**src/source/cpu_pkg.sv**
```systemverilog
`default_nettype none

package cpu_pkg;

    typedef logic [31:0] word_t;
    typedef logic [4:0]  reg_addr_t;
    typedef logic [3:0]  byte_en_t;

    typedef enum logic [3:0] {
        ALU_ADD, ALU_SUB, ALU_AND, ALU_OR, ALU_XOR,
        ALU_SLT, ALU_SLTU, ALU_SLL, ALU_SRL, ALU_LUI
    } alu_op_t;

    // Where a decode operand comes from.
    typedef enum logic [1:0] {
        FWD_RF, FWD_EX, FWD_MEM, FWD_WB
    } fwd_sel_t;

    localparam word_t     RESET_PC = 32'hbfc0_0000;
    localparam reg_addr_t LINK_REG = 5'd31;

    // Primary opcodes.
    localparam logic [5:0] OP_SPECIAL = 6'h00;
    localparam logic [5:0] OP_J       = 6'h02;
    localparam logic [5:0] OP_JAL     = 6'h03;
    localparam logic [5:0] OP_BEQ     = 6'h04;
    localparam logic [5:0] OP_BNE     = 6'h05;
    localparam logic [5:0] OP_ADDIU   = 6'h09;
    localparam logic [5:0] OP_ANDI    = 6'h0c;
    localparam logic [5:0] OP_ORI     = 6'h0d;
    localparam logic [5:0] OP_LUI     = 6'h0f;
    localparam logic [5:0] OP_LW      = 6'h23;
    localparam logic [5:0] OP_SW      = 6'h2b;

    // SPECIAL function codes.
    localparam logic [5:0] FN_SLL  = 6'h00;
    localparam logic [5:0] FN_SRL  = 6'h02;
    localparam logic [5:0] FN_JR   = 6'h08;
    localparam logic [5:0] FN_ADDU = 6'h21;
    localparam logic [5:0] FN_SUBU = 6'h23;
    localparam logic [5:0] FN_AND  = 6'h24;
    localparam logic [5:0] FN_OR   = 6'h25;
    localparam logic [5:0] FN_XOR  = 6'h26;
    localparam logic [5:0] FN_SLT  = 6'h2a;
    localparam logic [5:0] FN_SLTU = 6'h2b;

endpackage

`default_nettype wire

```
**src/source/fetch_stage.sv**
```systemverilog
`default_nettype none

module fetch_stage import cpu_pkg::*; (
    input  wire logic  clk,
    input  wire logic  reset,
    input  wire logic  stall,
    input  wire logic  branch_taken,
    input  wire word_t branch_target,
    input  wire word_t inst_sram_rdata,
    output word_t      inst_sram_addr,
    output word_t      id_pc,
    output word_t      id_inst,
    output logic       id_valid
);

    word_t pc;
    word_t next_pc;
    logic  start;

    // Under stall the same address is presented again.
    always_comb begin
        if (stall) begin
            next_pc = pc;
        end else if (branch_taken) begin
            next_pc = branch_target;
        end else begin
            next_pc = pc + 32'd4;
        end
    end

    assign inst_sram_addr = next_pc;

    always_ff @(posedge clk) begin
        if (reset) begin
            pc    <= RESET_PC - 32'd4;
            start <= 1'b0;
        end else begin
            pc    <= next_pc;
            start <= 1'b1;
        end
    end

    // The word returned this cycle belongs to pc.
    always_ff @(posedge clk) begin
        if (reset) begin
            id_valid <= 1'b0;
        end else if (!stall) begin
            id_valid <= start;
        end
    end

    always_ff @(posedge clk) begin
        if (!stall) begin
            id_pc   <= pc;
            id_inst <= inst_sram_rdata;
        end
    end

    inst_addr_aligned: assert property (@(posedge clk) disable iff (reset)
        inst_sram_addr[1:0] == 2'b00);

endmodule

`default_nettype wire

```
**src/source/decode_ctrl.sv**
```systemverilog
`default_nettype none

module decode_ctrl import cpu_pkg::*; (
    input  wire logic  clk,
    input  wire logic  reset,
    input  wire logic  stall,
    input  wire word_t id_pc,
    input  wire word_t id_inst,
    input  wire logic  id_valid,
    input  wire word_t rs_data,
    input  wire word_t rt_data,
    output reg_addr_t  rs_addr,
    output reg_addr_t  rt_addr,
    output logic       rs_used,
    output logic       rt_used,
    output logic       branch_taken,
    output word_t      branch_target,
    output logic       ex_valid,
    output logic       ex_reg_write,
    output logic       ex_is_load,
    output logic       ex_is_store,
    output reg_addr_t  ex_dest,
    output alu_op_t    ex_alu_op,
    output word_t      ex_a,
    output word_t      ex_b,
    output word_t      ex_store_data,
    output word_t      ex_pc
);

    logic [5:0] opcode;
    logic [5:0] funct;
    reg_addr_t  rd;
    word_t      imm_sext;
    word_t      imm_zext;
    word_t      seq_pc;
    word_t      alu_a;
    word_t      alu_b;
    reg_addr_t  dest;

    alu_op_t alu_op;
    logic    rs_use, rt_use, reg_write, is_load, is_store;
    logic    is_beq, is_bne, is_j, is_jr;
    logic    a_shamt, a_pc, b_imm, b_zext, b_eight, dest_rd, dest_link;

    assign opcode   = id_inst[31:26];
    assign rs_addr  = id_inst[25:21];
    assign rt_addr  = id_inst[20:16];
    assign rd       = id_inst[15:11];
    assign funct    = id_inst[5:0];
    assign imm_sext = {{16{id_inst[15]}}, id_inst[15:0]};
    assign imm_zext = {16'h0000, id_inst[15:0]};
    assign seq_pc   = id_pc + 32'd4;

    // ~~~~~~~~~~~~~~~~~~~~~~~~~~~~~~~~~~~~~~
    // Control decode
    // ~~~~~~~~~~~~~~~~~~~~~~~~~~~~~~~~~~~~~~
    always_comb begin
        alu_op    = ALU_ADD;
        rs_use    = 1'b0;
        rt_use    = 1'b0;
        reg_write = 1'b0;
        is_load   = 1'b0;
        is_store  = 1'b0;
        is_beq    = 1'b0;
        is_bne    = 1'b0;
        is_j      = 1'b0;
        is_jr     = 1'b0;
        a_shamt   = 1'b0;
        a_pc      = 1'b0;
        b_imm     = 1'b0;
        b_zext    = 1'b0;
        b_eight   = 1'b0;
        dest_rd   = 1'b0;
        dest_link = 1'b0;
        case (opcode)
            OP_SPECIAL: begin
                rs_use    = 1'b1;
                rt_use    = 1'b1;
                reg_write = 1'b1;
                dest_rd   = 1'b1;
                case (funct)
                    FN_ADDU: alu_op = ALU_ADD;
                    FN_SUBU: alu_op = ALU_SUB;
                    FN_AND:  alu_op = ALU_AND;
                    FN_OR:   alu_op = ALU_OR;
                    FN_XOR:  alu_op = ALU_XOR;
                    FN_SLT:  alu_op = ALU_SLT;
                    FN_SLTU: alu_op = ALU_SLTU;
                    FN_SLL, FN_SRL: begin
                        alu_op  = (funct == FN_SLL) ? ALU_SLL : ALU_SRL;
                        rs_use  = 1'b0;
                        a_shamt = 1'b1;
                    end
                    FN_JR: begin
                        is_jr     = 1'b1;
                        rt_use    = 1'b0;
                        reg_write = 1'b0;
                    end
                    default: reg_write = 1'b0;
                endcase
            end
            OP_ADDIU, OP_LW, OP_SW: begin
                rs_use    = 1'b1;
                b_imm     = 1'b1;
                is_load   = (opcode == OP_LW);
                is_store  = (opcode == OP_SW);
                rt_use    = (opcode == OP_SW);
                reg_write = (opcode != OP_SW);
            end
            OP_ANDI, OP_ORI: begin
                alu_op    = (opcode == OP_ANDI) ? ALU_AND : ALU_OR;
                rs_use    = 1'b1;
                b_imm     = 1'b1;
                b_zext    = 1'b1;
                reg_write = 1'b1;
            end
            OP_LUI: begin
                alu_op    = ALU_LUI;
                b_imm     = 1'b1;
                b_zext    = 1'b1;
                reg_write = 1'b1;
            end
            OP_BEQ, OP_BNE: begin
                rs_use = 1'b1;
                rt_use = 1'b1;
                is_beq = (opcode == OP_BEQ);
                is_bne = (opcode == OP_BNE);
            end
            OP_J: is_j = 1'b1;
            OP_JAL: begin
                is_j      = 1'b1;
                reg_write = 1'b1;
                dest_link = 1'b1;
                a_pc      = 1'b1;
                b_eight   = 1'b1;
            end
            default: ;
        endcase
    end

    assign rs_used = id_valid && rs_use;
    assign rt_used = id_valid && rt_use;

    // Resolved here, so the delay slot is the only wrong-path fetch.
    assign branch_taken = id_valid && (is_j || is_jr
                          || (is_beq && rs_data == rt_data)
                          || (is_bne && rs_data != rt_data));
    assign branch_target = is_jr ? rs_data
                         : is_j  ? {seq_pc[31:28], id_inst[25:0], 2'b00}
                         :         seq_pc + {imm_sext[29:0], 2'b00};

    // jal links pc + 8 through the adder.
    assign alu_a = a_pc    ? id_pc
                 : a_shamt ? {27'd0, id_inst[10:6]}
                 :           rs_data;
    assign alu_b = b_eight ? 32'd8
                 : b_imm   ? (b_zext ? imm_zext : imm_sext)
                 :           rt_data;
    assign dest  = dest_link ? LINK_REG : (dest_rd ? rd : rt_addr);

    always_ff @(posedge clk) begin
        if (reset || stall) begin
            ex_valid <= 1'b0;
        end else begin
            ex_valid <= id_valid;
        end
    end

    always_ff @(posedge clk) begin
        ex_reg_write  <= reg_write;
        ex_is_load    <= is_load;
        ex_is_store   <= is_store;
        ex_dest       <= dest;
        ex_alu_op     <= alu_op;
        ex_a          <= alu_a;
        ex_b          <= alu_b;
        ex_store_data <= rt_data;
        ex_pc         <= id_pc;
    end

    // The bubble leaves no load in execute, so stall cannot repeat.
    stall_single_cycle: assert property (@(posedge clk) disable iff (reset)
        stall |=> !stall);

endmodule

`default_nettype wire

```
**src/source/reg_file.sv**
```systemverilog
`default_nettype none

module reg_file import cpu_pkg::*; (
    input  wire logic      clk,
    input  wire reg_addr_t rs_addr,
    input  wire reg_addr_t rt_addr,
    output word_t          rs_value,
    output word_t          rt_value,
    input  wire logic      wr_en,
    input  wire reg_addr_t wr_addr,
    input  wire word_t     wr_data
);

    // Register zero has no storage.
    word_t regs [1:31];

    always_ff @(posedge clk) begin
        if (wr_en && wr_addr != '0) begin
            regs[wr_addr] <= wr_data;
        end
    end

    assign rs_value = (rs_addr == '0) ? '0 : regs[rs_addr];
    assign rt_value = (rt_addr == '0) ? '0 : regs[rt_addr];

endmodule

`default_nettype wire

```
**src/source/operand_forward.sv**
```systemverilog
`default_nettype none

module operand_forward import cpu_pkg::*; (
    input  wire reg_addr_t rs_addr,
    input  wire reg_addr_t rt_addr,
    input  wire logic      rs_used,
    input  wire logic      rt_used,
    input  wire word_t     rs_value,
    input  wire word_t     rt_value,
    input  wire logic      ex_valid,
    input  wire logic      ex_reg_write,
    input  wire logic      ex_is_load,
    input  wire reg_addr_t ex_dest,
    input  wire word_t     ex_result,
    input  wire logic      mem_valid,
    input  wire logic      mem_reg_write,
    input  wire reg_addr_t mem_dest,
    input  wire word_t     mem_result,
    input  wire logic      wb_valid,
    input  wire logic      wb_reg_write,
    input  wire reg_addr_t wb_dest,
    input  wire word_t     wb_result,
    output word_t          rs_data,
    output word_t          rt_data,
    output logic           stall
);

    fwd_sel_t rs_sel;
    fwd_sel_t rt_sel;

    // ~~~~~~~~~~~~~~~~~~~~~~~~~~~~~~~~~~~~~~
    // Source selection, youngest writer first
    // ~~~~~~~~~~~~~~~~~~~~~~~~~~~~~~~~~~~~~~
    function automatic fwd_sel_t pick_source(input reg_addr_t addr);
        if (addr == '0) begin
            return FWD_RF;
        end else if (ex_valid && ex_reg_write && ex_dest == addr) begin
            return FWD_EX;
        end else if (mem_valid && mem_reg_write && mem_dest == addr) begin
            return FWD_MEM;
        end else if (wb_valid && wb_reg_write && wb_dest == addr) begin
            return FWD_WB;
        end
        return FWD_RF;
    endfunction

    function automatic word_t pick_value(input fwd_sel_t sel, input word_t rf_value);
        case (sel)
            FWD_EX:  return ex_result;
            FWD_MEM: return mem_result;
            FWD_WB:  return wb_result;
            default: return rf_value;
        endcase
    endfunction

    always_comb begin
        rs_sel  = pick_source(rs_addr);
        rt_sel  = pick_source(rt_addr);
        rs_data = pick_value(rs_sel, rs_value);
        rt_data = pick_value(rt_sel, rt_value);
    end

    // A load in execute has no data yet; hold decode one cycle.
    assign stall = ex_valid && ex_is_load
                   && ((rs_used && rs_sel == FWD_EX) || (rt_used && rt_sel == FWD_EX));

endmodule

`default_nettype wire

```
**src/source/execute_stage.sv**
```systemverilog
`default_nettype none

module execute_stage import cpu_pkg::*; (
    input  wire logic      clk,
    input  wire logic      reset,
    input  wire logic      ex_valid,
    input  wire logic      ex_reg_write,
    input  wire logic      ex_is_load,
    input  wire logic      ex_is_store,
    input  wire reg_addr_t ex_dest,
    input  wire alu_op_t   ex_alu_op,
    input  wire word_t     ex_a,
    input  wire word_t     ex_b,
    input  wire word_t     ex_store_data,
    input  wire word_t     ex_pc,
    output word_t          ex_result,
    output logic           data_sram_en,
    output byte_en_t       data_sram_wen,
    output word_t          data_sram_addr,
    output word_t          data_sram_wdata,
    output logic           mem_valid,
    output logic           mem_reg_write,
    output logic           mem_is_load,
    output reg_addr_t      mem_dest,
    output word_t          mem_alu_result,
    output word_t          mem_pc
);

    // Shifts take the amount in a and the value in b.
    always_comb begin
        case (ex_alu_op)
            ALU_ADD:  ex_result = ex_a + ex_b;
            ALU_SUB:  ex_result = ex_a - ex_b;
            ALU_AND:  ex_result = ex_a & ex_b;
            ALU_OR:   ex_result = ex_a | ex_b;
            ALU_XOR:  ex_result = ex_a ^ ex_b;
            ALU_SLT:  ex_result = {31'd0, $signed(ex_a) < $signed(ex_b)};
            ALU_SLTU: ex_result = {31'd0, ex_a < ex_b};
            ALU_SLL:  ex_result = ex_b << ex_a[4:0];
            ALU_SRL:  ex_result = ex_b >> ex_a[4:0];
            ALU_LUI:  ex_result = {ex_b[15:0], 16'h0000};
            default:  ex_result = ex_a + ex_b;
        endcase
    end

    // Word access only, the sum is the address.
    assign data_sram_en    = ex_valid && (ex_is_load || ex_is_store);
    assign data_sram_wen   = (ex_valid && ex_is_store) ? 4'hf : 4'h0;
    assign data_sram_addr  = ex_result;
    assign data_sram_wdata = ex_store_data;

    always_ff @(posedge clk) begin
        if (reset) begin
            mem_valid <= 1'b0;
        end else begin
            mem_valid <= ex_valid;
        end
    end

    always_ff @(posedge clk) begin
        mem_reg_write  <= ex_reg_write;
        mem_is_load    <= ex_is_load;
        mem_dest       <= ex_dest;
        mem_alu_result <= ex_result;
        mem_pc         <= ex_pc;
    end

    // Decode never marks a store as a register writer.
    store_no_reg_write: assert property (@(posedge clk) disable iff (reset)
        data_sram_wen != '0 |-> ex_valid && ex_is_store && !ex_reg_write);

endmodule

`default_nettype wire

```
**src/source/mem_wb_stage.sv**
```systemverilog
`default_nettype none

module mem_wb_stage import cpu_pkg::*; (
    input  wire logic      clk,
    input  wire logic      reset,
    input  wire logic      mem_valid,
    input  wire logic      mem_reg_write,
    input  wire logic      mem_is_load,
    input  wire reg_addr_t mem_dest,
    input  wire word_t     mem_alu_result,
    input  wire word_t     mem_pc,
    input  wire word_t     data_sram_rdata,
    output word_t          mem_result,
    output logic           wb_valid,
    output logic           wb_reg_write,
    output reg_addr_t      wb_dest,
    output word_t          wb_result,
    output word_t          debug_wb_pc,
    output byte_en_t       debug_wb_rf_wen,
    output reg_addr_t      debug_wb_rf_wnum,
    output word_t          debug_wb_rf_wdata
);

    word_t wb_pc;

    // Load data lands this cycle.
    assign mem_result = mem_is_load ? data_sram_rdata : mem_alu_result;

    always_ff @(posedge clk) begin
        if (reset) begin
            wb_valid     <= 1'b0;
            wb_reg_write <= 1'b0;
        end else begin
            wb_valid     <= mem_valid;
            wb_reg_write <= mem_valid && mem_reg_write && mem_dest != '0;
        end
    end

    always_ff @(posedge clk) begin
        wb_dest   <= mem_dest;
        wb_result <= mem_result;
        wb_pc     <= mem_pc;
    end

    assign debug_wb_pc       = wb_pc;
    assign debug_wb_rf_wen   = {4{wb_valid && wb_reg_write}};
    assign debug_wb_rf_wnum  = wb_dest;
    assign debug_wb_rf_wdata = wb_result;

endmodule

`default_nettype wire

```
**src/source/cpu_top.sv**
```systemverilog
`default_nettype none

module cpu_top import cpu_pkg::*; (
    input  wire logic  clk,
    input  wire logic  reset,
    output logic       inst_sram_en,
    output byte_en_t   inst_sram_wen,
    output word_t      inst_sram_addr,
    input  wire word_t inst_sram_rdata,
    output logic       data_sram_en,
    output byte_en_t   data_sram_wen,
    output word_t      data_sram_addr,
    output word_t      data_sram_wdata,
    input  wire word_t data_sram_rdata,
    output word_t      debug_wb_pc,
    output byte_en_t   debug_wb_rf_wen,
    output reg_addr_t  debug_wb_rf_wnum,
    output word_t      debug_wb_rf_wdata
);

    // Fetch to decode.
    word_t     id_pc;
    word_t     id_inst;
    logic      id_valid;
    logic      stall;
    logic      branch_taken;
    word_t     branch_target;

    // Register read and forwarding.
    reg_addr_t rs_addr;
    reg_addr_t rt_addr;
    logic      rs_used;
    logic      rt_used;
    word_t     rs_value;
    word_t     rt_value;
    word_t     rs_data;
    word_t     rt_data;

    // Decode to execute.
    logic      ex_valid;
    logic      ex_reg_write;
    logic      ex_is_load;
    logic      ex_is_store;
    reg_addr_t ex_dest;
    alu_op_t   ex_alu_op;
    word_t     ex_a;
    word_t     ex_b;
    word_t     ex_store_data;
    word_t     ex_pc;
    word_t     ex_result;

    // Execute to memory, memory to writeback.
    logic      mem_valid;
    logic      mem_reg_write;
    logic      mem_is_load;
    reg_addr_t mem_dest;
    word_t     mem_alu_result;
    word_t     mem_pc;
    word_t     mem_result;
    logic      wb_valid;
    logic      wb_reg_write;
    reg_addr_t wb_dest;
    word_t     wb_result;

    assign inst_sram_en  = 1'b1;
    assign inst_sram_wen = '0;

    fetch_stage fetch0 (
        .clk, .reset, .stall, .branch_taken, .branch_target,
        .inst_sram_rdata, .inst_sram_addr,
        .id_pc, .id_inst, .id_valid
    );

    decode_ctrl decode0 (
        .clk, .reset, .stall, .id_pc, .id_inst, .id_valid,
        .rs_data, .rt_data, .rs_addr, .rt_addr, .rs_used, .rt_used,
        .branch_taken, .branch_target,
        .ex_valid, .ex_reg_write, .ex_is_load, .ex_is_store,
        .ex_dest, .ex_alu_op, .ex_a, .ex_b, .ex_store_data, .ex_pc
    );

    reg_file regs0 (
        .clk, .rs_addr, .rt_addr, .rs_value, .rt_value,
        .wr_en   (wb_reg_write),
        .wr_addr (wb_dest),
        .wr_data (wb_result)
    );

    operand_forward forward0 (
        .rs_addr, .rt_addr, .rs_used, .rt_used, .rs_value, .rt_value,
        .ex_valid, .ex_reg_write, .ex_is_load, .ex_dest, .ex_result,
        .mem_valid, .mem_reg_write, .mem_dest, .mem_result,
        .wb_valid, .wb_reg_write, .wb_dest, .wb_result,
        .rs_data, .rt_data, .stall
    );

    execute_stage execute0 (
        .clk, .reset,
        .ex_valid, .ex_reg_write, .ex_is_load, .ex_is_store,
        .ex_dest, .ex_alu_op, .ex_a, .ex_b, .ex_store_data, .ex_pc,
        .ex_result,
        .data_sram_en, .data_sram_wen, .data_sram_addr, .data_sram_wdata,
        .mem_valid, .mem_reg_write, .mem_is_load, .mem_dest,
        .mem_alu_result, .mem_pc
    );

    mem_wb_stage mem_wb0 (
        .clk, .reset,
        .mem_valid, .mem_reg_write, .mem_is_load, .mem_dest,
        .mem_alu_result, .mem_pc, .data_sram_rdata,
        .mem_result, .wb_valid, .wb_reg_write, .wb_dest, .wb_result,
        .debug_wb_pc, .debug_wb_rf_wen, .debug_wb_rf_wnum, .debug_wb_rf_wdata
    );

endmodule

`default_nettype wire

```
**config.mk**
```make
export PLATFORM = sky130hd
export DESIGN_NAME = cpu_top
export DESIGN_NICKNAME = d
export VERILOG_FILES = /design/src/source/cpu_pkg.sv /design/src/source/fetch_stage.sv /design/src/source/decode_ctrl.sv /design/src/source/reg_file.sv /design/src/source/operand_forward.sv /design/src/source/execute_stage.sv /design/src/source/mem_wb_stage.sv /design/src/source/cpu_top.sv
export SDC_FILE = /design/constraint.sdc
export NUM_CORES = 2
export LEC_CHECK = 0
export BUFFER_PORTS_ARGS = -buffer_cell sky130_fd_sc_hd__buf_2
export CAP_MARGIN = 40
export CORE_UTILIZATION = 55
export CTS_CLUSTER_DIAMETER = 150
export CTS_CLUSTER_SIZE = 16
export DETAILED_ROUTE_END_ITERATION = 10
export HOLD_SLACK_MARGIN = 0.1
export PLACE_DENSITY = 0.73
export SLEW_MARGIN = 20
export SYNTH_ARGS = -nofsm -noshare
export SYNTH_HDL_FRONTEND = slang
export SYNTH_SLANG_ARGS = --single-unit
```
**constraint.sdc**
```tcl
create_clock -name clk -period 9.1 [get_ports clk]
set_input_delay 1.82 -clock clk [delete_from_list [all_inputs] [get_ports clk]]
set_output_delay 1.82 -clock clk [all_outputs]
set_load 0.02 [all_outputs]
```
==> qor.csv <==
stage;metric;value;unit
timing;maximum_clock_frequency;111;MHz
timing;slew-limit-headroom;30.2;%
route;vias;56949;
layout;mostFrequentLayoutCells;sky130_fd_sc_hd__edfxtp_1 (1056), sky130_fd_sc_hd__mux4_2 (480), sky130_fd_sc_hd__nand2_1 (379);
layout;final_common_cell;sky130_fd_sc_hd__edfxtp_1;
die;dieWidth;367;µm
place;dpl.hpwl;203;mm
min_path;hold_depth;0;
layout;layout.nets;6104;
route;dr.first_iter.drc_count;9423;
pwr;powerDensity;217;nW/µm²
global_route;first_global_vias;54382;
synthesis;netlist-cell-type-count;112;
timing;setup_violations;0;
critical_path;critical_path_arrival;7.18;ns
place;io_buffers;239;
global_route;antenna_violations_before_repair;17;
critical_path;crit_fanout;17;
synthesis;synth.area.top_cells;sky130_fd_sc_hd__edfxtp_1 (43%), sky130_fd_sc_hd__mux4_2 (15%), sky130_fd_sc_hd__dfxtp_1 (9.0%), sky130_fd_sc_hd__mux2i_1 (3.9%), sky130_fd_sc_hd__ha_1 (2.2%);
global_route;top_usage_layer;met2;
critical_path;worst-endpoint-required;7.28;ns
synthesis;post-synth-top-area-fraction;43.3;%
synthesis;synth-seq-area-share;52.3;%
critical_path;crit_path_end_kind;primary output;
layout;drive_above_1_share;23.1;%
clock_network;htree_num_levels;3;
synthesis;netlist_instances;5658;
clock_network;clock_path_buffers;3;
clock_network;clock_tree_from_tritoncts;built;
route;route.antenna.remaining_nets;0;
global_route;overflow;0;
critical_path;critPathKind;register to primary output;
route;wire_per_inst;38.0;µm
global_route;grt_usage;43.0;%
timing;holdWs;0.305;ns
synthesis;ys_dominant_reg_cell;sky130_fd_sc_hd__edfxtp_1;
synthesis;synth_largest_area_cell;sky130_fd_sc_hd__edfxtp_1;
die;placeableCoreArea;132000;µm²
place;place_congestion;1.11;
global_route;grt.met3_usage;11.4;%
timing;hold_viol_final;0;
critical_path;critPathLaunch;decode0.ex_b[16];
critical_path;startpoint_type;register;
pwr;power.ir.vdd_worst;0.000218;V
critical_path;worstRegToRegCells;19;
global_route;grt_use_met1;55.2;%
clock_network;clock_insertion_delay_worst_skew;0.77;ns
clock_network;tritoncts_num_sinks;1384;
die;die_height;367;µm
synthesis;synth_edf_count;1056;
outcome;run_status;completed;
clock_network;cts_made_buffers;97;
synthesis;postSynthRegisterBits;1384;
global_route;largest_net_degree_at_the_start_of_global_routing;67;
synthesis;post_synth.cell_area_avg;12.9;µm²
clock_network;cts_hold_repair.buffers;0;
global_route;grt_first_pass_wirelength;410;mm
global_route;grtUsageMet2;64.1;%
synthesis;async_reset_ff_share;0;%
clock_network;cts-root-buf;sky130_fd_sc_hd__clkbuf_16;
min_path;worst_hold_path_startpoint;execute0.mem_pc[28];
run;max_cap_violations;0;
critical_path;worstReg2RegStart;decode0.ex_b[16];
die;boundaryPins;245;
clock_network;path_clk_slew;0.10;ns
die;rows;133;
route;dr.pass1.iters;8;
timing;actual_transition_at_the_worst_max_transition_pin;1.05;ns
timing;final.min_clock_period;9.00;ns
synthesis;synth_warnings;0;
min_path;holdCritPathClass;register to register;
pwr;total_power;17.5;mW
timing;rsz0062_at_grt;no;
route;route.detailed.vias_per_inst;7.37;
route;finalWirelength;294;mm
layout;finish.utilization;61.3;%
timing;worst_clock_skew;0.0487;ns
timing;maxSlewViolCount;0;
timing;finalCritPeriodShare;98.9;%
pwr;p_leak;28.6;nW
die;die_area;135000;µm²
synthesis;synth_cell_area;73200;µm²
layout;area.growth.synth_to_final;10.4;%
route;drcViolationCount;0;
timing;final_tns_setup;0;ns
die;start_util;55.6;%
-- path summary, 6_finish.rpt --
check	slack, ns	to
hold / removal	0.31	mem_wb0.debug_wb_pc[28]
setup / recovery	0.1	inst_sram_addr[13]
hold reg to reg	0.31	mem_wb0.debug_wb_pc[28]
setup reg to reg	2.65	fetch0.pc[30]
-- critical path: stages, from the launching register on --
cell and delay, ns:
sky130_fd_sc_hd__dfxtp_1 0.71, sky130_fd_sc_hd__inv_1 0.15, sky130_fd_sc_hd__ha_1 0.44, sky130_fd_sc_hd__or2_2 0.37
sky130_fd_sc_hd__o21ai_0 0.64, sky130_fd_sc_hd__a22oi_1 0.25, sky130_fd_sc_hd__a21oi_1 0.37, sky130_fd_sc_hd__o311ai_1 0.17
sky130_fd_sc_hd__and4_1 0.25, sky130_fd_sc_hd__a21oi_1 0.33, sky130_fd_sc_hd__nor2_1 0.09, sky130_fd_sc_hd__a2111oi_0 0.59
sky130_fd_sc_hd__nor4bb_1 0.29, sky130_fd_sc_hd__buf_4 0.19, sky130_fd_sc_hd__a31oi_1 0.14, sky130_fd_sc_hd__nor3_4 0.46
sky130_fd_sc_hd__buf_4 0.34, sky130_fd_sc_hd__mux2_2 0.38, sky130_fd_sc_hd__nand2_1 0.07, sky130_fd_sc_hd__buf_2 0.17
-- Yosys cell counts, types with 57 or more instances --
cell and instances:
sky130_fd_sc_hd__ha_1 127, sky130_fd_sc_hd__nor2b_1 62, sky130_fd_sc_hd__mux4_2 480, sky130_fd_sc_hd__a21oi_1 287, sky130_fd_sc_hd__mux2_2 80, sky130_fd_sc_hd__nand3_1 114, sky130_fd_sc_hd__buf_2 108, sky130_fd_sc_hd__o21ai_0 190
sky130_fd_sc_hd__clkbuf_1 196, sky130_fd_sc_hd__nand2_1 379, sky130_fd_sc_hd__nor2_1 401, sky130_fd_sc_hd__edfxtp_1 1056, sky130_fd_sc_hd__inv_1 147, sky130_fd_sc_hd__xnor2_1 64, sky130_fd_sc_hd__nor3_1 80, sky130_fd_sc_hd__o22ai_1 57
sky130_fd_sc_hd__o211ai_1 57, sky130_fd_sc_hd__a22oi_1 91, sky130_fd_sc_hd__a211oi_1 117, sky130_fd_sc_hd__dfxtp_1 328, sky130_fd_sc_hd__mux2i_1 287
-- metal layers --
layer | up-vias | part of all wire (%)
met4 | 10 | 8.2
li1 | 22814 | -
met2 | 4840 | 44
met3 | 1095 | 13
met1 | 28190 | 35
met5 | - | 0.025
-- timing repair --
item                       in CTS  in global routing
setup endpoints to repair      29                 32
gates cloned                    0                  0
setup buffers                   4                  1
pin swaps                       2                  0
resized for setup               1                 27
-- state kept, by name, indices dropped and copies added (netlist names), 4 cells and up, named ones only --
signal,count
fetch0.id_inst,32
mem_wb0.debug_wb_pc,32
decode0.ex_pc,32
execute0.mem_pc,32
decode0.ex_dest,5
execute0.mem_alu_result,32
decode0.ex_a,32
fetch0.id_pc,32
regs0.regs,992
decode0.ex_b,32
mem_wb0.debug_wb_rf_wnum,5
decode0.ex_alu_op,4
mem_wb0.debug_wb_rf_wdata,32
decode0.ex_store_data,32
execute0.mem_dest,5
fetch0.pc,32
-- kinds of logic after synthesis --
| logic type | Yosys count | share of synthesized area (%) |
|---|---|---|
| AOI/OAI and AO/OA | 1267 | 11.9 |
| muxes | 852 | 20.0 |
| DFF | 1384 | 52.3 |
| adders and majority gates | 131 | 2.27 |
| xor gates and xnor gates | 115 | 1.38 |
| buffers and inverters | 573 | 3.55 |
| other | 2 | 0.0103 |
| and+or+nand+nor | 1334 | 8.61 |
-- power by group --
part           leakage [nW]  internal, mW  total, mW  switching (mW)
Clock                  1.35          2.04       4.27            2.23
Sequential             12.3          7.70       8.08           0.374
Combinational          15.0          1.62       5.19            3.57
-- through the flow --
step,cell area (µm²),setup slack (ns),cells
after floorplan,73200,1.49,5661
after global placement,77300,0.508,7513
after detailed placement,77700,0.548,7550
after CTS,80500,0.0684,7703
after global routing,80800,0.00695,7715
final,80800,0.0999,7722
-- final cells by class --
type                       instances  area [µm²]
fill                           10103       51000
sequential                      1384       38300
multi-input combinational       3704       32800
timing repair buffer             564        4040
clock buffer                     141        2660
tap                             1755        2200
inverter                         157         597
clock inverter                     8         168
antenna                            9        22.5
No activity file was read; power rests on OpenSTA's default activity.
